$ cat config.mk
export PLATFORM = sky130hd
export DESIGN_NAME = ahb_arbiter
export DESIGN_NICKNAME = d
export VERILOG_FILES = /design/src/logic/ahb_pkg.sv /design/src/logic/ahb_arbiter.sv
export SDC_FILE = /design/constraint.sdc
export NUM_CORES = 1
export LEC_CHECK = 0
export BUFFER_PORTS_ARGS = -buffer_cell sky130_fd_sc_hd__buf_2
export CAP_MARGIN = 5
export CORE_AREA = 2 2 83 85
export DETAILED_ROUTE_END_ITERATION = 6
export DIE_AREA = 0 0 85 87
export PLACE_DENSITY = 0.57
export SYNTH_ARGS = -nofsm -noshare
export SYNTH_HDL_FRONTEND = slang
export SYNTH_SLANG_ARGS = --single-unit
$ cat constraint.sdc
create_clock -name clk -period 1.3 [get_ports clk]
set_input_delay 0.26 -clock clk [delete_from_list [all_inputs] [get_ports clk]]
set_output_delay 0.26 -clock clk [all_outputs]
set_load 0.02 [all_outputs]
$ cat src/logic/ahb_pkg.sv
// AHB-lite subset shared types: single 32-bit bus, no bursts/lock/prot/split, 4-bit region decode
package ahb_pkg;

    ////////////////////
    // Bus widths
    ////////////////////
    localparam int ADDR_W = 32;
    localparam int DATA_W = 32;

    // HTRANS encoding, only NONSEQ and SEQ start a transfer
    typedef enum logic [1:0] {
        IDLE   = 2'b00,
        BUSY   = 2'b01,
        NONSEQ = 2'b10,
        SEQ    = 2'b11
    } htrans_t;

    // HSIZE, nothing wider than the data bus
    typedef enum logic [2:0] {
        BYTE = 3'b000,
        HALF = 3'b001,
        WORD = 3'b010
    } hsize_t;

    // HRESP without RETRY/SPLIT
    typedef enum logic {
        OKAY  = 1'b0,
        ERROR = 1'b1
    } hresp_t;

    ////////////////////
    // Bus bundles
    ////////////////////
    typedef struct packed {
        logic [ADDR_W-1:0] haddr;  // Address phase
        htrans_t           htrans;
        hsize_t            hsize;
        logic              hwrite;
        logic [DATA_W-1:0] hwdata; // Data phase, one cycle later
    } ahb_req_t;

    typedef struct packed {
        logic [DATA_W-1:0] hrdata;
        logic              hready;
        hresp_t            hresp;
    } ahb_rsp_t;

    ////////////////////
    // Memory map
    ////////////////////
    localparam logic [ADDR_W-1:0] ROM_BASE = 32'h0000_0000;
    localparam logic [ADDR_W-1:0] RAM_BASE = 32'h2000_0000;
    localparam int REGION_SHIFT = 28; // haddr[31:28] picks the region

endpackage
$ cat src/logic/ahb_arbiter.sv
// Two-master fixed priority (m0 wins), grant parks on m0 after reset and moves only when hready is high
`timescale 1ns/1ns

module ahb_arbiter (
    input  logic             clk,
    input  logic             rst,
    input  logic             m0_busreq,
    input  logic             m1_busreq,
    input  ahb_pkg::ahb_req_t m0_req,
    input  ahb_pkg::ahb_req_t m1_req,
    input  logic             hready,     // Bus-wide ready from the response mux
    output logic             m0_grant,
    output logic             m1_grant,
    output ahb_pkg::ahb_req_t s_req
);
    import ahb_pkg::*;

    logic [1:0] grant_q;    // One-hot, bit 0 = m0
    logic       dp_owner_q; // Master owning the data phase, 1 = m1

    ////////////////////
    // Grant register
    ////////////////////

    // Priority pick evaluated on every ready edge
    always_ff @(posedge clk) begin
        if (rst) begin
            grant_q <= 2'b01; // Park on m0
        end else if (hready) begin
            if (m0_busreq) begin
                grant_q <= 2'b01;
            end else if (m1_busreq) begin
                grant_q <= 2'b10;
            end
            // No request, keep present owner
        end
    end

    assign m0_grant = grant_q[0];
    assign m1_grant = grant_q[1];

    ////////////////////
    // Data-phase owner
    ////////////////////

    // The address-phase owner moves into the data phase at a ready edge
    always_ff @(posedge clk) begin
        if (rst) begin
            dp_owner_q <= 1'b0;
        end else if (hready) begin
            dp_owner_q <= grant_q[1];
        end
    end

    ////////////////////
    // Request mux
    ////////////////////

    // Address/control from the granted master,
    // write data from whoever owns the data phase (grant may have moved on)
    always_comb begin
        if (grant_q[1]) begin
            s_req = m1_req;
        end else begin
            s_req = m0_req;
        end
        if (dp_owner_q) begin
            s_req.hwdata = m1_req.hwdata;
        end else begin
            s_req.hwdata = m0_req.hwdata;
        end
    end

endmodule

==> out/results.md, run 1 <==
| Item | Value |
| --- | --- |
| Run status | finished with violations |
| Failing checks | setup timing |
| Routed wirelength normalized by instance count | 12.8 um |
| Clock insertion delay at the later pin of the skew report | 0.21 ns |
| Hold slack | 0.235 ns |
| Ys flop type | dfxtp_1 |
| Length of routed met2 wiring | 2820 um |
| Compound-Gate Fraction of Synth Area | 2.05% |
| Number of antenna violations at the first check in global routing | 0 |
| Number of nets at the end of the flow | 455 |
| Dominant combinational cell family by area after synthesis | multiplexers |
| Max Freq | 654 MHz |
| I/O pin cnt | 217 |
| Sequential element share of the synthesized area | 5.47% |
| Final Util | 41.1% |
| Max-capacitance violation count | 0 |
| Core Rows | 30 |
| Number of diodes added for antenna fixing | 0 |
| Cell at the root of the clock tree | clkbuf_8 |
| Leakage power of the design | 0.00146 uW |
| Post-Synth XOR/XNOR Area | 0% |
| Reg-to-Reg End | dp_owner_q$_SDFFE_PP0P_ |
| Critical-path top delay cell | dfxtp_4 |
| Initial drt markers | 29 |
| Data required time at the worst endpoint | 1.04 ns |
| Most common cell in the synthesized netlist | mux2_2 |
| Detailed-placement wirelength estimate | 3750 um |
| Yosys top cell by area | mux2_2 |
| Post-route DRC | 0 |
| Final worst path period share | 118% |
| Arr. time, crit path | 1.27 ns |
| Iteration count of the initial detailed-routing pass | 4 |
| Synthesized netlist net count | 232 |
| Post-Route Skew | 0.0000946 ns |
| Area growth from synthesis to final layout | 146% |
| Setup violation total in the final timing report | 70 |
| Peak VDD IR | 0.471 mV |
| Die area | 0.00740 mm^2 |
| Top cells by instance count after synthesis | mux2_2 (41), mux2_4 (29), buf_4 (4) |
| RSZ-0062 raised after global routing | yes |
| Final min period | 1.53 ns |
| Largest net degree at the start of global routing | 25 |
| Flops & latches, synth | 3 |
| Post-Layout Cell Count | 389 |
| Inst Count DP | 380 |
| Hold Vio Cnt, Final | 0 |
| Number of H-tree levels | 1 |
| Rel. slew slack | 89.0% |
| Share of post-route cells with drive strength above 1 | 97.4% |
| Worst hold start | m0_busreq |
| Worst Path Class, Setup | flop to output port |
| Top metal layer carrying routed signals | met3 |
| Clock-pin slew on the worst setup and hold paths | 0.03 ns |
| Final-layout setup total negative slack | -14.27 ns |
| Tightest Hold Check Type | primary input to flop |
| GRT Residual Overflow | 0 |
| Element type at the critical path start | flop |
| Met1 routed wirelength after detailed routing | 1700 um |
| All-layer global routing usage | 9.69% |
| Bufs on Longest Clock Path | 2 |
| Routed vias | 1578 |
| Average cell area after synthesis | 12.6 um^2 |
| Simple logic cell fraction of the synthesized area | 0.683% |
| Yosys top cell area share | 42.0% |
| Cells after Synth | 87 |
| Initial Util | 16.7% |
| Nature of the critical path endpoint | output port |
| X dimension of the die | 85 um |
| Post-synthesis cell type count | 12 |
| FFs w/ async S/R, synth | 0% |
| Antenna violation net count after detailed routing | 0 |
| Worst Hold End | grant_q[1]$_SDFFE_PP0P_ |
| Biggest cell delay along the critical path | 0.39 ns |
| Startpoint of the lowest-slack register-to-register path | grant_q[1]$_SDFFE_PP0P_ |
| Transition at the pin with the smallest max-transition slack | 0.165 ns |
| Number of buffers inserted by port buffering | 216 |
| Area share of fa/ha/maj cells after synthesis | 0% |
| Final-report max-slew violation count | 0 |
| Die Y | 87 um |
| Worst R2R Setup Slack | 0.35 ns |
| Share of synthesized area spent on multiplexers | 82.6% |
| Post-synthesis cell area | 0.00110 mm^2 |
| Vias in the first global route | 1413 |
| Core footprint | 0.00657 mm^2 |
| Post-route setup slack | -0.229 ns |
| Clock buffer count from CTS | 3 |
| Register-to-Register Path Depth | 4 |
| Vias per cell | 4.06 |
| Final weighted congestion in routability-driven placement | 0.749 |
| Leading cell types by total area after synthesis | mux2_2 (42%), mux2_4 (40%), buf_12 (5.5%) |
| Sinks on the clock net | 3 |
| Clock tree from TritonCTS | yes |
| Wire length of the first global-routing pass | 5950 um |
| Cell Chain, Critical Path | clkbuf_16, mux2_2, buf_2 |
| Count of flip-flops with a built-in enable after synthesis | 0 |
| Hold Path Depth | 2 |
| Number of warnings reported in the yosys synthesis log | 0 |
| Power Density | 515 mW/mm^2 |
| Maximum fanout along the worst path | 12 |
| Sum of routed wire length over all layers | 4960 um |
| Routed wire length on met3 | 433 um |
[final cells by class]
class	instances	area [um^2]
fill	640	3870
timing repair buffer	226	1520
multi-input combinational	76	971
tap	80	100
sequential	3	67.6
clock buffer	4	45.0
[worst max-delay path, delay by kind of cell (launching register included)]
family,cells,cell delay [ns]
mux,1,0.33
buf+inv,2,0.34
flops,1,0.39
[worst max-delay path by stage]
stage	start	to	slack, ns
after floorplan	grant_q[1]$_SDFFE_PP0P_	s_req[35]	0.06
after global placement	dp_owner_q$_SDFFE_PP0P_	s_req[31]	-0.02
after detailed placement	dp_owner_q$_SDFFE_PP0P_	s_req[0]	-0.04
after CTS	dp_owner_q$_SDFFE_PP0P_	s_req[0]	-0.25
after global routing	grant_q[1]$_SDFFE_PP0P_	s_req[41]	-0.27
final	grant_q[1]$_SDFFE_PP0P_	s_req[32]	-0.23
[cells in the final DEF (no fill, tap or decap), drive strengths merged]
| master | count |
|---|---|
| a211oi | 1 |
| a21oi | 1 |
| a221o | 1 |
| buf | 223 |
| clkbuf | 7 |
| dfxtp | 3 |
| mux2 | 70 |
| mux2i | 1 |
| nand2 | 1 |
| nor2 | 1 |
[power breakdown]
group / total, uW / switching, uW / internal (uW)
clock: 265 / 56.0 / 209
combinational: 1020 / 433 / 587
sequential: 105 / 9.45 / 95.3
total: 1390 / 499 / 891
[what timing repair did]
item,CTS,global route
gates cloned,1,3
hold buffers,0,0
gates resized for setup,26,71
pin swaps,0,0
buffers inserted,1,0
endpoints found under the setup margin,70,70
[per-stage QoR]
| step | setup WS (ns) | power [uW] | cell area, um^2 |
|---|---|---|---|
| floorplan | 0.0613 | 598 | 1100 |
| global placement | -0.0201 | 949 | 2240 |
| detailed placement | -0.0360 | 958 | 2240 |
| CTS | -0.247 | 1280 | 2400 |
| global route | -0.271 | 1460 | 2700 |
| finish | -0.229 | 1390 | 2700 |
[logic make-up after synthesis]
| kind of cell | Yosys count |
|---|---|
| muxes | 71 |
| and+or+nand+nor | 2 |
| DFF | 3 |
| AOI/OAI and AO/OA | 3 |
| buffers and inverters | 8 |
[routing by layer]
layer	global-route usage, %	up-vias
met3	2.46	0
met1	10.6	707
met2	19.5	97
met5	0	-
li1	-	774
met4	0.433	0
[registers in the layout, indices dropped and copies added (netlist names)]
signal      flops
dp_owner_q      1
grant_q         2
No activity file was read; power rests on OpenSTA's default activity.
==> inputs of run 2 (changes only) <==
--- a/config.mk
+++ b/config.mk
@@ -8,6 +8,7 @@
 export BUFFER_PORTS_ARGS = -buffer_cell sky130_fd_sc_hd__buf_2
 export CAP_MARGIN = 5
 export CORE_AREA = 2 2 83 85
+export CTS_BUF_LIST = sky130_fd_sc_hd__clkbuf_8
 export DETAILED_ROUTE_END_ITERATION = 6
 export DIE_AREA = 0 0 85 87
 export PLACE_DENSITY = 0.57
==> run 2 against run 1 <==
Compared with the run above:
- the flow still finishes with violations (setup timing)
- die area is the same
- first-iteration DRC count is the same
- sequential power about the same
- critical path type unchanged
- largest cell class unchanged
- largest power group unchanged
==> out/results.md, run 2 (synthesized netlist as in run 1, its figures left out) <==
| Item | Value |
| --- | --- |
| Run status | finished with violations |
| Failing checks | setup timing |
| Area of the multi-input gates | 971 um^2 |
| Final min period | 1.53 ns |
| Routed vias | 1578 |
| Core footprint | 0.00657 mm^2 |
| Max Freq | 654 MHz |
| Antenna violation net count after detailed routing | 0 |
| Number of nets at the end of the flow | 455 |
| Peak VDD IR | 0.471 mV |
| Setup violation total in the final timing report | 70 |
| Clock insertion delay at the later pin of the skew report | 0.21 ns |
| Data required time at the worst endpoint | 1.04 ns |
| Most common cell after layout, fill and taps aside | buf_2 |
| Number of diodes added for antenna fixing | 0 |
| Wire length of the first global-routing pass | 5950 um |
| Post-route DRC | 0 |
| Reg with most FFs | grant_q |
| RSZ-0062 raised after global routing | yes |
| Final worst path period share | 118% |
| Fillcell total | 640 |
| Die area | 0.00740 mm^2 |
| Cell at the root of the clock tree | clkbuf_8 |
| Vias in the first global route | 1413 |
| Largest net degree at the start of global routing | 25 |
| X dimension of the die | 85 um |
| Clock tree from TritonCTS | yes |
| Transition at the pin with the smallest max-transition slack | 0.165 ns |
| Number of flip-flops under the largest register name | 2 |
| Post-Route Skew | 0.000298 ns |
| Clock buffer count from CTS | 3 |
| Final weighted congestion in routability-driven placement | 0.749 |
| Post-route setup slack | -0.229 ns |
| Detailed-placement wirelength estimate | 3750 um |
| Routed wirelength normalized by instance count | 12.7 um |
| Met2 demand-to-capacity share in global routing | 19.5% |
| Number of buffers inserted by port buffering | 216 |
| GRT Residual Overflow | 0 |
| Die Y | 87 um |
| Number of antenna violations at the first check in global routing | 0 |
| Sinks on the clock net | 3 |
| Top library cells by usage in the layout, fill and taps aside | buf_2 (173), buf_6 (39), mux2_4 (38) |
| Share of post-route cells with drive strength above 1 | 97.4% |
| Final-layout setup total negative slack | -14.27 ns |
| Nature of the critical path endpoint | output port |
| Clock-pin slew on the worst setup and hold paths | 0.03 ns |
| Overall power consumption | 1380 uW |
| Initial Util | 16.7% |
| GR Layer Usage met3 | 2.46% |
| Arr. time, crit path | 1.27 ns |
| Most used routing layer in global routing | met2 |
| FF/Latch Area | 67.6 um^2 |
| Final-report max-slew violation count | 0 |
| Hold Buf Count CTS | 0 |
| Rel. slew slack | 89.0% |
| Global-route met1 utilization | 10.6% |
| Iteration count of the initial detailed-routing pass | 4 |
| Maximum fanout along the worst path | 12 |
| Leakage power of the design | 0.00146 uW |
| Bufs on Longest Clock Path | 2 |
| Power Density | 512 mW/mm^2 |
| All-layer global routing usage | 9.69% |
| Initial drt markers | 29 |
| Core Rows | 30 |
| Max-capacitance violation count | 0 |
| Tightest Hold Check Type | primary input to flop |
| Vias per cell | 4.06 |
| Worst Path Class, Setup | flop to output port |
| Hold Vio Cnt, Final | 0 |
| Post-placement worst setup slack | -0.0360 ns |
| Number of H-tree levels | 1 |
| Element type at the critical path start | flop |
| I/O pin cnt | 217 |
| Area growth from synthesis to final layout | 146% |
| Regs by FF count | grant_q: 2 flops, dp_owner_q: 1 flops |
| Sum of routed wire length over all layers | 4960 um |
[run 2: cell count changes in the layout (fill, tap and decap cells not counted), sizes merged]
cell / before / now
clkbuf: 7 / 6
inv: 0 / 1
[run 2: report_power, final]
part | total, uW | internal, uW | switching [uW]
combinational | 1020 | 587 | 433
sequential | 105 | 95.3 | 9.44
clock | 257 | 201 | 56.3
[run 2: final cells by class]
cell class,instances,share of cell area [%]
repair buffers,226,56.1
multi-input cells,76,36.0
well taps,80,3.71
flip-flops and latches,3,2.50
clock buffers,3,1.53
clock inverters,1,0.139
[run 2: path summary, 6_finish.rpt]
kind	startpoint	end	slack, ns	cells past startpoint
setup reg to reg	grant_q[1]$_SDFFE_PP0P_	dp_owner_q$_SDFFE_PP0P_	0.35	4
hold / removal	m0_busreq	grant_q[1]$_SDFFE_PP0P_	0.24	2
setup / recovery	grant_q[1]$_SDFFE_PP0P_	s_req[32]	-0.23	3
hold reg to reg	grant_q[0]$_SDFFE_PP1P_	grant_q[0]$_SDFFE_PP1P_	0.49	1
[run 2: repair_timing]
item                                    4_1_cts  5_1_grt
endpoints found under the setup margin       70       70
resized for setup                            26       71
cloned                                        1        3
setup buffers                                 1        0
hold endpoints to repair                      0        0
[run 2: worst max-delay path, cell delays in order (launching register included)]
cell and delay (ns):
dfxtp_4 0.39, clkbuf_16 0.18, mux2_2 0.33, buf_2 0.16
[run 2: routing by layer]
metal | wire, um | up-vias
li1 | - | 774
met1 | 1700 | 707
met2 | 2820 | 97
met3 | 433 | 0
met4 | 0 | 0
met5 | 0 | -
[run 2: per-stage QoR]
step                      instances  util, %  cell area [um^2]  hold slack [ns]
after floorplan                  87        -              1100            0.331
after global placement          380     34.2              2240            0.456
after detailed placement        380     34.2              2240            0.456
after CTS                       386     36.6              2400            0.226
after global routing            389     41.1              2700            0.242
final                           389     41.1              2700            0.235
