## config.mk

```make
export PLATFORM = sky130hd
export DESIGN_NAME = ahb_decoder
export DESIGN_NICKNAME = d
export VERILOG_FILES = /design/src/logic/ahb_pkg.sv /design/src/logic/ahb_decoder.sv
export SDC_FILE = /design/constraint.sdc
export NUM_CORES = 1
export LEC_CHECK = 0
export BUFFER_PORTS_ARGS = -buffer_cell sky130_fd_sc_hd__buf_2
export CORE_AREA = 3 3 67 69
export DETAILED_ROUTE_END_ITERATION = 8
export DIE_AREA = 0 0 70 72
export GPL_ROUTABILITY_DRIVEN = 1
export PLACE_DENSITY_LB_ADDON = 0.08
export SYNTH_ARGS = -nofsm -noshare
export SYNTH_HDL_FRONTEND = slang
export SYNTH_SLANG_ARGS = --single-unit
```

## constraint.sdc

```tcl
create_clock -name clk -period 2 [get_ports clk]
set_input_delay 0.2 -clock clk [delete_from_list [all_inputs] [get_ports clk]]
set_output_delay 0.2 -clock clk [all_outputs]
set_load 0.005 [all_outputs]
```

## src/logic/ahb_pkg.sv

```systemverilog
// AHB-lite subset shared types: single 32-bit bus, no bursts/lock/prot/split, 4-bit region decode
package ahb_pkg;

    ////////////////////
    // Bus widths
    ////////////////////
    localparam int ADDR_W = 32;
    localparam int DATA_W = 32;

    // HTRANS encoding, only NONSEQ and SEQ start a transfer
    typedef enum logic [1:0] {
        IDLE   = 2'b00,
        BUSY   = 2'b01,
        NONSEQ = 2'b10,
        SEQ    = 2'b11
    } htrans_t;

    // HSIZE, nothing wider than the data bus
    typedef enum logic [2:0] {
        BYTE = 3'b000,
        HALF = 3'b001,
        WORD = 3'b010
    } hsize_t;

    // HRESP without RETRY/SPLIT
    typedef enum logic {
        OKAY  = 1'b0,
        ERROR = 1'b1
    } hresp_t;

    ////////////////////
    // Bus bundles
    ////////////////////
    typedef struct packed {
        logic [ADDR_W-1:0] haddr;  // Address phase
        htrans_t           htrans;
        hsize_t            hsize;
        logic              hwrite;
        logic [DATA_W-1:0] hwdata; // Data phase, one cycle later
    } ahb_req_t;

    typedef struct packed {
        logic [DATA_W-1:0] hrdata;
        logic              hready;
        hresp_t            hresp;
    } ahb_rsp_t;

    ////////////////////
    // Memory map
    ////////////////////
    localparam logic [ADDR_W-1:0] ROM_BASE = 32'h0000_0000;
    localparam logic [ADDR_W-1:0] RAM_BASE = 32'h2000_0000;
    localparam int REGION_SHIFT = 28; // haddr[31:28] picks the region

endpackage
```

## src/logic/ahb_decoder.sv

```systemverilog
// Two mapped regions (ROM, RAM) on haddr[31:28], everything else hits the built-in two-cycle ERROR slave
`timescale 1ns/1ns

module ahb_decoder (
    input  logic             clk,
    input  logic             rst,
    input  ahb_pkg::ahb_req_t s_req,
    input  ahb_pkg::ahb_rsp_t rom_rsp,
    input  ahb_pkg::ahb_rsp_t ram_rsp,
    output logic             rom_sel,
    output logic             ram_sel,
    output ahb_pkg::ahb_rsp_t m_rsp
);
    import ahb_pkg::*;

    // Which slave answers the current data phase
    typedef enum logic [1:0] {
        DP_NONE,
        DP_ROM,
        DP_RAM,
        DP_DEF
    } dp_slave_t;

    // Default slave, ERR1 = ready low, ERR2 = ready high
    typedef enum logic [1:0] {
        DEF_IDLE,
        DEF_ERR1,
        DEF_ERR2
    } def_state_t;

    logic       active;   // NONSEQ or SEQ on the bus
    logic       rom_hit;
    logic       ram_hit;
    logic       def_sel;  // Active transfer, unmapped region
    dp_slave_t  dp_slave_q;
    def_state_t def_state_q;

    ////////////////////
    // Address decode
    ////////////////////
    assign active  = (s_req.htrans == NONSEQ) || (s_req.htrans == SEQ);
    assign rom_hit = s_req.haddr[ADDR_W-1:REGION_SHIFT] == ROM_BASE[ADDR_W-1:REGION_SHIFT];
    assign ram_hit = s_req.haddr[ADDR_W-1:REGION_SHIFT] == RAM_BASE[ADDR_W-1:REGION_SHIFT];

    assign rom_sel = active && rom_hit;
    assign ram_sel = active && ram_hit;
    assign def_sel = active && !rom_hit && !ram_hit;

    // Latch the selected slave when the address phase completes
    always_ff @(posedge clk) begin
        if (rst) begin
            dp_slave_q <= DP_NONE;
        end else if (m_rsp.hready) begin
            if (rom_sel) begin
                dp_slave_q <= DP_ROM;
            end else if (ram_sel) begin
                dp_slave_q <= DP_RAM;
            end else if (def_sel) begin
                dp_slave_q <= DP_DEF;
            end else begin
                dp_slave_q <= DP_NONE; // Idle cycle, no data phase
            end
        end
    end

    ////////////////////
    // Default slave
    ////////////////////
    always_ff @(posedge clk) begin
        if (rst) begin
            def_state_q <= DEF_IDLE;
        end else if (m_rsp.hready) begin
            def_state_q <= def_sel ? DEF_ERR1 : DEF_IDLE; // Back-to-back errors allowed
        end else if (def_state_q == DEF_ERR1) begin
            def_state_q <= DEF_ERR2;
        end
    end

    ////////////////////
    // Response mux
    ////////////////////
    always_comb begin
        m_rsp.hrdata = '0;
        m_rsp.hready = 1'b1;
        m_rsp.hresp  = OKAY;
        case (dp_slave_q)
            DP_ROM: m_rsp = rom_rsp;
            DP_RAM: m_rsp = ram_rsp;
            DP_DEF: begin
                m_rsp.hready = (def_state_q != DEF_ERR1); // Low only in first error cycle
                m_rsp.hresp  = ERROR;
            end
            default: ; // No data phase, idle OKAY
        endcase
    end

endmodule

```

==> results of run 1 <==
## power groups by stage
| stage | logic [uW] | registers, uW | clock network [uW] |
|---|---|---|---|
| 2_1_floorplan | 247 | 94.6 | 0 |
| 3_3_place_gp | 412 | 96.0 | 0 |
| 3_5_place_dp | 419 | 96.6 | 0 |
| 4_1_cts | 421 | 95.6 | 173 |
| 5_1_grt | 467 | 97.0 | 181 |
| 6_report | 417 | 95.2 | 169 |
## cell families (layout without fill, tap and decap cells)
group,after synthesis,in the layout
buffers and inverters,15,122
adder cells (fa/ha/maj),4,4
AND/OR/NAND/NOR,46,46
multiplexers,3,3
AO/OA/AOI/OAI,37,37
flip-flops,4,4
## per-stage QoR
stage                     hold WS (ns)  total power, uW  setup WS [ns]
after global routing             0.220              745         0.0392
after floorplan                  0.270              342          0.446
after detailed placement         0.434              516          0.392
after global placement           0.423              508          0.424
final                            0.208              682          0.192
after CTS                        0.205              689          0.151
## flip-flops by register name (all words and copies together) (netlist names)
| signal | cells |
|---|---|
| dp_slave_q | 2 |
| def_state_q | 2 |
## area by class of cell
cell class | instances | area (um2) | share of cell area, %
well taps | 50 | 62.6 | 4.35
multi-input cells | 90 | 651 | 45.3
repair buffers | 115 | 588 | 40.9
flip-flops and latches | 4 | 80.1 | 5.57
inverters | 4 | 15.0 | 1.04
clock buffers | 3 | 41.3 | 2.87
## path summary, 6_finish.rpt
kind	from	endpoint	slack, ns	cells after the start
worst max-delay path	dp_slave_q[0]	m_rsp[28]	0.19	5
worst min-delay path	rst	def_state_q[1]	0.21	2
worst max register to register	dp_slave_q[0]	def_state_q[0]	0.42	6
worst min register to register	def_state_q[1]	def_state_q[0]	0.50	2
## cell usage after synthesis
library cell	n	area, um2
nor2b_1	33	206
a22oi_1	32	240
clkbuf_1	8	30.0
dfxtp_1	4	80.1
ha_1	4	50.1
nor2_1	4	15.0
inv_1	3	11.3
mux2i_1	3	30.0
nand2b_1	3	18.8
nand2_1	2	7.51
o21ai_0	2	10.0
a211oi_4	1	20.0
a221oi_1	1	8.76
a22o_1	1	8.76
buf_1	1	3.75
buf_2	1	5.00
buf_6	1	11.3
inv_2	1	3.75
nand3b_1	1	7.51
nor3_1	1	5.00
nor3_2	1	10.0
or3_1	1	6.26
## worst register-to-register path: cells and delay by family (launching register included)
kind / cells / cell delay (ns)
adder cells (fa/ha/maj): 1 / 0.22
buffers and inverters: 2 / 0.25
multiplexers: 1 / 0.17
flip-flops: 1 / 0.37
AO/OA/AOI/OAI: 2 / 0.49
## layer usage
layer | GRT usage, % | vias up | part of all wire (%)
li1 | - | 607 | -
met1 | 12.2 | 546 | 37
met2 | 23.1 | 59 | 54
met3 | 2.49 | 4 | 8.2
met4 | 4.68 | 0 | 0.82
met5 | 0 | - | 0
## timing repair
item,in CTS,in global routing
resized for setup,0,1
setup buffers,0,0
setup endpoints to repair,0,1
==> impl_metrics.tcl, run 1 <==
set metrics [dict create \
    globalplace.congestion 0.786 \
    io_pins 176 \
    synth_xor_xnor_area_share_pct 0 \
    drt_wl_total_mm 3.17 \
    worst_slew_pin_slew_ns 0.349 \
    final_layout_size_suffix_gt1_share_pct 56.5 \
    fp.dieH_um 72 \
    port_buffers 110 \
    start_util_pct 19.9 \
    cp_slowest_stage_delay_ns 0.46 \
    synth_top_family_by_area "compound AO/OA/AOI/OAI gates" \
    place_hpwl_mm 2.57 \
    cts_sinks 4 \
    fin_cells 266 \
    endpoint_kind "primary output" \
    hold_buffers 0 \
    rows 23 \
    power_per_cell_area_nw_per_um2 474 \
    drv_slew 0 \
    post-route-util_pct 36.2 \
    grt_max_degree 34 \
    leakagePower_uw 0.000740 \
    status "complete, no violations" \
    ant_nets 0 \
    first_pass_iters 4 \
    avgSynthCellArea_um2 7.24 \
    synth-adder-area-share_pct 6.34 \
    antenna_cells 0 \
    dp_cells 263 \
    antenna_found_initial 0 \
    netlist_instances 109 \
    htree_levels 1 \
    nNetsFinal 362 \
    start_kind "register" \
    required_ns 1.80 \
    clk_latency_ns 0.22 \
    routedWlPerCell_um 11.9 \
    hold_class "primary input to register" \
    fin_setup_tns_ns 0 \
    arrival_ns 1.61 \
    die_area_um2 5040 \
    grt_usage_pct 11.8 \
    yosysWarnings 0 \
    synth-simple-area-share_pct 35.0 \
    setup_viol 0 \
    tritoncts.num_buffers 3 \
    drt-initial-drc-count 42 \
    critPathBufInv 3 \
    clock_skew_ns 0.00109 \
    vias 1216 \
    layout_commonest_cell "buf_2" \
    combPwrFrac_pct 61.2 \
    overflow 0 \
    cp_top_family "adder cells" \
    cts-root-buf "clkbuf_8" \
    core-area_um2 3970 \
    max_slew_margin_pct 76.7 \
    max_freq_mhz 553 \
    cts_tree "built" \
    synth-seq-cells 4 \
    drv_cap 0 \
    fin_area_um2 1440 \
    rsz0062_at_grt "false" \
    synthMuxAreaShare_pct 3.80 \
    die_x_um 70 \
    synth_nets 253 \
    yosysSeqAreaShare_pct 10.1 \
    drc 0 \
    slowest_stage "ha_1" \
    ir_worst_vdd_uv 280 \
    grt_pass1_vias 1113 \
    crit_type "register to primary output" \
    p_int_uw 441 \
    cp_max_fo 12 \
    p_clk_share_pct 24.8 \
    swShare_pct 35.2 \
    grt_pass1_wl_mm 5.00 \
    p_switching_uw 240 \
    synth.cell_area_um2 790 \
    n_fill_cell 453 \
    pwr-share-seq_pct 14.0 \
    hold_viol 0 \
    min_period_ns 1.81 \
    ctsLongestPathBuffers 2 \
    syn_to_final_growth_pct 82.1 \
    placed_area_um2 1390 \
    synth_compound_area_share_pct 36.5 \
    avgViaCountPerCell 4.57 \
    worstPathCellList "inv_1 > ha_1 > buf_4 > nor2b_1 > buf_2" \
    synth_cell_types 22 \
    mostFrequentLayoutCells "buf_2, nor2b_1, a22oi_1, buf_4" \
    period_share_pct 90.4 \
    clkSlewWorstSetupHoldPaths_ns 0.03 \
]
Note: power is estimated with default switching activity, not from simulation.
==> inputs of run 2 (changes only) <==
--- a/config.mk
+++ b/config.mk
@@ -6,9 +6,9 @@
 export NUM_CORES = 1
 export LEC_CHECK = 0
 export BUFFER_PORTS_ARGS = -buffer_cell sky130_fd_sc_hd__buf_2
-export CORE_AREA = 3 3 67 69
+export CORE_AREA = 3 3 68 70
 export DETAILED_ROUTE_END_ITERATION = 8
-export DIE_AREA = 0 0 70 72
+export DIE_AREA = 0 0 71 73
 export GPL_ROUTABILITY_DRIVEN = 1
 export PLACE_DENSITY_LB_ADDON = 0.08
 export SYNTH_ARGS = -nofsm -noshare
==> constraint.sdc (replaced) <==
create_clock -name clk -period 1.5 [get_ports clk]
set_input_delay 0.15 -clock clk [delete_from_list [all_inputs] [get_ports clk]]
set_output_delay 0.15 -clock clk [all_outputs]
set_load 0.005 [all_outputs]
==> impl_metrics.tcl, run 2 (same netlist as run 1, synthesis figures left out) <==
set metrics [dict create \
    status "complete, but fails checks" \
    post-route-util_pct 48.8 \
    hold_viol 0 \
    start_util_pct 19.6 \
    final_layout_size_suffix_gt1_share_pct 80.9 \
    drv_slew 0 \
    combPwrFrac_pct 73.5 \
    cp_slowest_stage_delay_ns 0.37 \
    ant_nets 0 \
    antenna_found_initial 0 \
    first_pass_iters 4 \
    top_regs "def_state_q: 2 flops, dp_slave_q: 2 flops" \
    layout_commonest_cell "buf_2" \
    htree_levels 1 \
    grt_pass1_wl_mm 5.38 \
    globalplace.congestion 0.758 \
    cp_max_fo 9 \
    multiInputGateArea_um2 923 \
    pwr-share-seq_pct 9.9 \
    cts_tree "built" \
    slowest_stage "dfxtp_4" \
    worst_slew_pin_slew_ns 0.214 \
    core-area_um2 4030 \
    fin_area_um2 1970 \
    mostFrequentLayoutCells "buf_2, a22oi_2, nor2b_1, nor2b_4, buf_6" \
    rsz0062_at_grt "true" \
    die_area_um2 5180 \
    crit_type "register to primary output" \
    r2r_start "dp_slave_q[0]" \
    required_ns 1.35 \
    drt-initial-drc-count 9 \
    r2r_end "dp_slave_q[1]" \
    nNetsFinal 376 \
    swShare_pct 34.9 \
    grt_usage_pct 12.7 \
    io_pins 176 \
    routedWlPerCell_um 14.8 \
    hold_buffers 0 \
    die_x_um 71 \
    cts_sinks 4 \
    min_period_ns 1.60 \
    place_hpwl_mm 2.79 \
    ctsLongestPathBuffers 2 \
    max_freq_mhz 623 \
    grt_pass1_vias 1194 \
    n_fill_cell 401 \
    rows 23 \
    p_switching_uw 465 \
    grt_max_degree 34 \
    setup_viol 34 \
    port_buffers 110 \
    clock_skew_ns 0.000771 \
    critical_path.startpoint "dp_slave_q[1]" \
    drv_cap 0 \
    critPathBufInv 4 \
    start_kind "register" \
    seqCellArea_um2 87.6 \
    clkSlewWorstSetupHoldPaths_ns 0.03 \
    fp.dieH_um 73 \
    clk_latency_ns 0.21 \
    setup_ws_ns -0.104 \
    antenna_cells 0 \
    placed_area_um2 1440 \
    cts-root-buf "clkbuf_8" \
    hold_class "primary input to register" \
    tritoncts.num_buffers 3 \
    endpoint_kind "primary output" \
    leakagePower_uw 0.000907 \
    period_share_pct 107 \
    p_int_uw 867 \
    avgViaCountPerCell 4.78 \
    violations "negative setup slack" \
    arrival_ns 1.45 \
    max_slew_margin_pct 85.7 \
    worstPathCellList "inv_4 > ha_2 > buf_6 > buf_12 > a22oi_2 > nor2b_4 > buf_2" \
    drc 0 \
    ir_worst_vdd_uv 666 \
    power_per_cell_area_nw_per_um2 677 \
    reg2reg_slack_ns 0.03 \
    cp_top_family "buffers and inverters" \
    crit_cells 7 \
    p_clk_share_pct 16.6 \
    syn_to_final_growth_pct 149 \
    crit_end "m_rsp[29]" \
    overflow 0 \
    vias 1337 \
    drt_wl_total_mm 4.14 \
    worst-r2r-cell-count 6 \
]
run 2: worst min-delay path by stage:
stage               from             end  slack (ns)  cells after the start
floorplan            rst  def_state_q[1]        0.22                      1
global placement     rst  def_state_q[1]        0.37                      2
detailed placement   rst  def_state_q[1]        0.39                      2
CTS                  rst  def_state_q[1]        0.16                      2
global route         rst  def_state_q[1]        0.17                      2
finish               rst  def_state_q[1]        0.16                      2
run 2: through the flow:
stage          cells  TNS (ns)  hold slack (ns)  total power, uW  worst slack, ns
6_report         280     -2.34            0.157             1330           -0.104
3_5_place_dp     268   -0.0236            0.389              726          -0.0236
3_3_place_gp     268         0            0.371              710           0.0105
4_1_cts          278     -2.67            0.161             1180           -0.104
5_1_grt          280     -4.65            0.171             1430           -0.154
2_1_floorplan    109         0            0.220              457         0.000264
run 2: repair_timing:
action | CTS | global route
pin swaps | 8 | 17
setup buffers | 4 | 0
hold endpoints to repair | 0 | 0
cloned | 3 | 3
resized for setup | 42 | 33
setup endpoints to repair | 34 | 38
run 2: final cells by class:
type / count / area share (%)
repair buffers: 129 / 42.3
multi-input cells: 90 / 46.9
clock buffers: 3 / 2.10
inverters: 4 / 1.02
well taps: 50 / 3.18
flip-flops and latches: 4 / 4.45
run 2: power groups by stage:
stage	sequential, uW	combinational, uW	clock, uW
finish	132	979	221
global route	135	1050	239
CTS	130	820	227
detailed placement	127	599	0
global placement	127	584	0
floorplan	126	331	0
run 2: per-layer routing:
layer / track usage (%) / vias up / wire length (um)
met5: 0 / - / 0
met4: 2.51 / 0 / 40
met3: 2.34 / 4 / 290
met2: 26.3 / 61 / 2450
met1: 13.0 / 628 / 1360
li1: - / 644 / -
==> inputs of run 3 (changes only) <==
--- a/config.mk
+++ b/config.mk
@@ -6,9 +6,12 @@
 export NUM_CORES = 1
 export LEC_CHECK = 0
 export BUFFER_PORTS_ARGS = -buffer_cell sky130_fd_sc_hd__buf_2
-export CORE_AREA = 3 3 68 70
+export CELL_PAD_IN_SITES_DETAIL_PLACEMENT = 1
+export CELL_PAD_IN_SITES_GLOBAL_PLACEMENT = 2
+export CORE_ASPECT_RATIO = 2
+export CORE_MARGIN = 3
+export CORE_UTILIZATION = 10
 export DETAILED_ROUTE_END_ITERATION = 8
-export DIE_AREA = 0 0 71 73
 export GPL_ROUTABILITY_DRIVEN = 1
 export PLACE_DENSITY_LB_ADDON = 0.08
 export SYNTH_ARGS = -nofsm -noshare
==> impl_metrics.tcl, run 3 (same netlist as run 1, synthesis figures left out) <==
set metrics [dict create \
    slowest_stage "dfxtp_4" \
    fp.dieH_um 132 \
    r2r_start "dp_slave_q[0]" \
    status "complete, but fails checks" \
    place_hpwl_mm 3.80 \
    crit_type "register to primary output" \
    hold_buffers 0 \
    max_slew_margin_pct 82.2 \
    final_layout_size_suffix_gt1_share_pct 70.4 \
    port_buffers 110 \
    rsz0062_at_grt "true" \
    drt-initial-drc-count 32 \
    n_fill_cell 950 \
    wl_met2_mm 2.85 \
    worst_slew_pin_slew_ns 0.267 \
    antenna_cells 0 \
    core-area_um2 7660 \
    min_period_ns 1.61 \
    ir_worst_vdd_uv 575 \
    met1_length_mm 1.45 \
    cp_top_family "buffers and inverters" \
    cts_tree "built" \
    rows 45 \
    crit_end "m_rsp[2]" \
    drc 0 \
    cp_slowest_stage_delay_ns 0.37 \
    antenna_found_initial 0 \
    clk_latency_ns 0.22 \
    period_share_pct 107 \
    drt_wl_total_mm 4.77 \
    nNetsFinal 369 \
    grt_usage_pct 9.58 \
    globalplace.congestion 0.720 \
    leakagePower_uw 0.000849 \
    drv_cap 0 \
    power_per_cell_area_nw_per_um2 752 \
    syn_to_final_growth_pct 132 \
    start_kind "register" \
    crit_cells 6 \
    critical_path.startpoint "dp_slave_q[1]" \
    vias 1303 \
    layout_commonest_cell "buf_2" \
    ant_nets 0 \
    setup_viol 35 \
    avgViaCountPerCell 4.11 \
    violations "negative setup slack" \
    overflow 0 \
    clock_skew_ns 0.0000574 \
    setup_ws_ns -0.111 \
    worst-r2r-cell-count 6 \
    cts-root-buf "clkbuf_16" \
    arrival_ns 1.46 \
    first_pass_iters 4 \
    tritoncts.num_buffers 3 \
    place_ws_ns -0.0636 \
    post-route-util_pct 23.9 \
    dp_cells 310 \
    top_regs "def_state_q: 2 flops, dp_slave_q: 2 flops" \
    grt_pass1_vias 1373 \
    route.met3.wl_um 447 \
    grt_max_degree 34 \
    cp_max_fo 12 \
    fin_cells 317 \
    grt_pass1_wl_mm 6.53 \
    start_util_pct 10.3 \
    required_ns 1.35 \
    reg2reg_slack_ns -0.02 \
    hold_viol 0 \
    hold_class "primary input to register" \
    endpoint_kind "primary output" \
    htree_levels 1 \
    clkSlewWorstSetupHoldPaths_ns 0.03 \
    drv_slew 0 \
    mostFrequentLayoutCells "buf_2, a22oi_1, nor2b_1, nor2b_4, a22oi_2" \
    cts_sinks 4 \
    routedWlPerCell_um 15.0 \
    die_area_um2 9060 \
    routed.top_layer "met4" \
    worstPathCellList "inv_4 > buf_6 > ha_4 > clkbuf_16 > nor2b_1 > buf_2" \
    die_x_um 68.8 \
    io_pins 176 \
    timing.hold.ws_ns 0.154 \
    r2r_end "dp_slave_q[1]" \
    ctsLongestPathBuffers 2 \
    max_freq_mhz 621 \
    critPathBufInv 4 \
]
## run 3: cell count changes in the layout (fill, tap and decap cells not counted), moves of 5 or more
cell,previous run,this run
a22oi_1,5,25
a22oi_2,27,7
buf_6,9,4
nor2b_4,14,8
## run 3: repair_timing
item / in CTS / in global routing
setup buffers: 3 / 0
pin swaps: 5 / 2
gates cloned: 0 / 1
endpoints found under the setup margin: 38 / 38
gates resized for setup: 26 / 22
## run 3: report_power, final
part	switching (uW)	internal, uW
clock network	72.8	340
logic	352	478
registers	14.7	119
total	439	937
## run 3: layout make-up
| class | instances | area (um2) | area share (%) |
|---|---|---|---|
| multi-input combinational | 90 | 816 | 44.6 |
| timing repair buffer | 122 | 713 | 39.0 |
| tap | 94 | 118 | 6.43 |
| sequential | 4 | 87.6 | 4.79 |
| clock buffer | 3 | 75.1 | 4.10 |
| inverter | 4 | 20.0 | 1.09 |
## run 3: how the worst min path moves through the flow
stage,from,end,depth (start not counted)
floorplan,rst,def_state_q[1],1
global route,rst,def_state_q[1],2
CTS,rst,def_state_q[1],2
finish,rst,def_state_q[1],2
global placement,rst,def_state_q[1],2
detailed placement,rst,def_state_q[1],2
## run 3: per-layer routing
| metal | track usage, % | vias up |
|---|---|---|
| met5 | 0 | - |
| met1 | 7.75 | 605 |
| met2 | 21.0 | 72 |
| li1 | - | 623 |
| met4 | 1.30 | 0 |
| met3 | 2.05 | 3 |
## run 3: worst register-to-register path: stages, from the launching register on
cell and delay, ns:
dfxtp_4 0.37, inv_4 0.05, ha_4 0.17, a22o_4 0.26, a211oi_4 0.20, buf_4 0.18
mux2i_1 0.21
## run 3: stage by stage
| step | instance area (um2) | setup TNS [ns] | power (uW) |
|---|---|---|---|
| 6_report | 1830 | -2.92 | 1380 |
| 5_1_grt | 1830 | -5.43 | 1480 |
| 4_1_cts | 1690 | -3.59 | 1280 |
| 3_5_place_dp | 1480 | -0.678 | 756 |
| 3_3_place_gp | 1480 | -0.0204 | 735 |
| 2_1_floorplan | 790 | 0 | 457 |
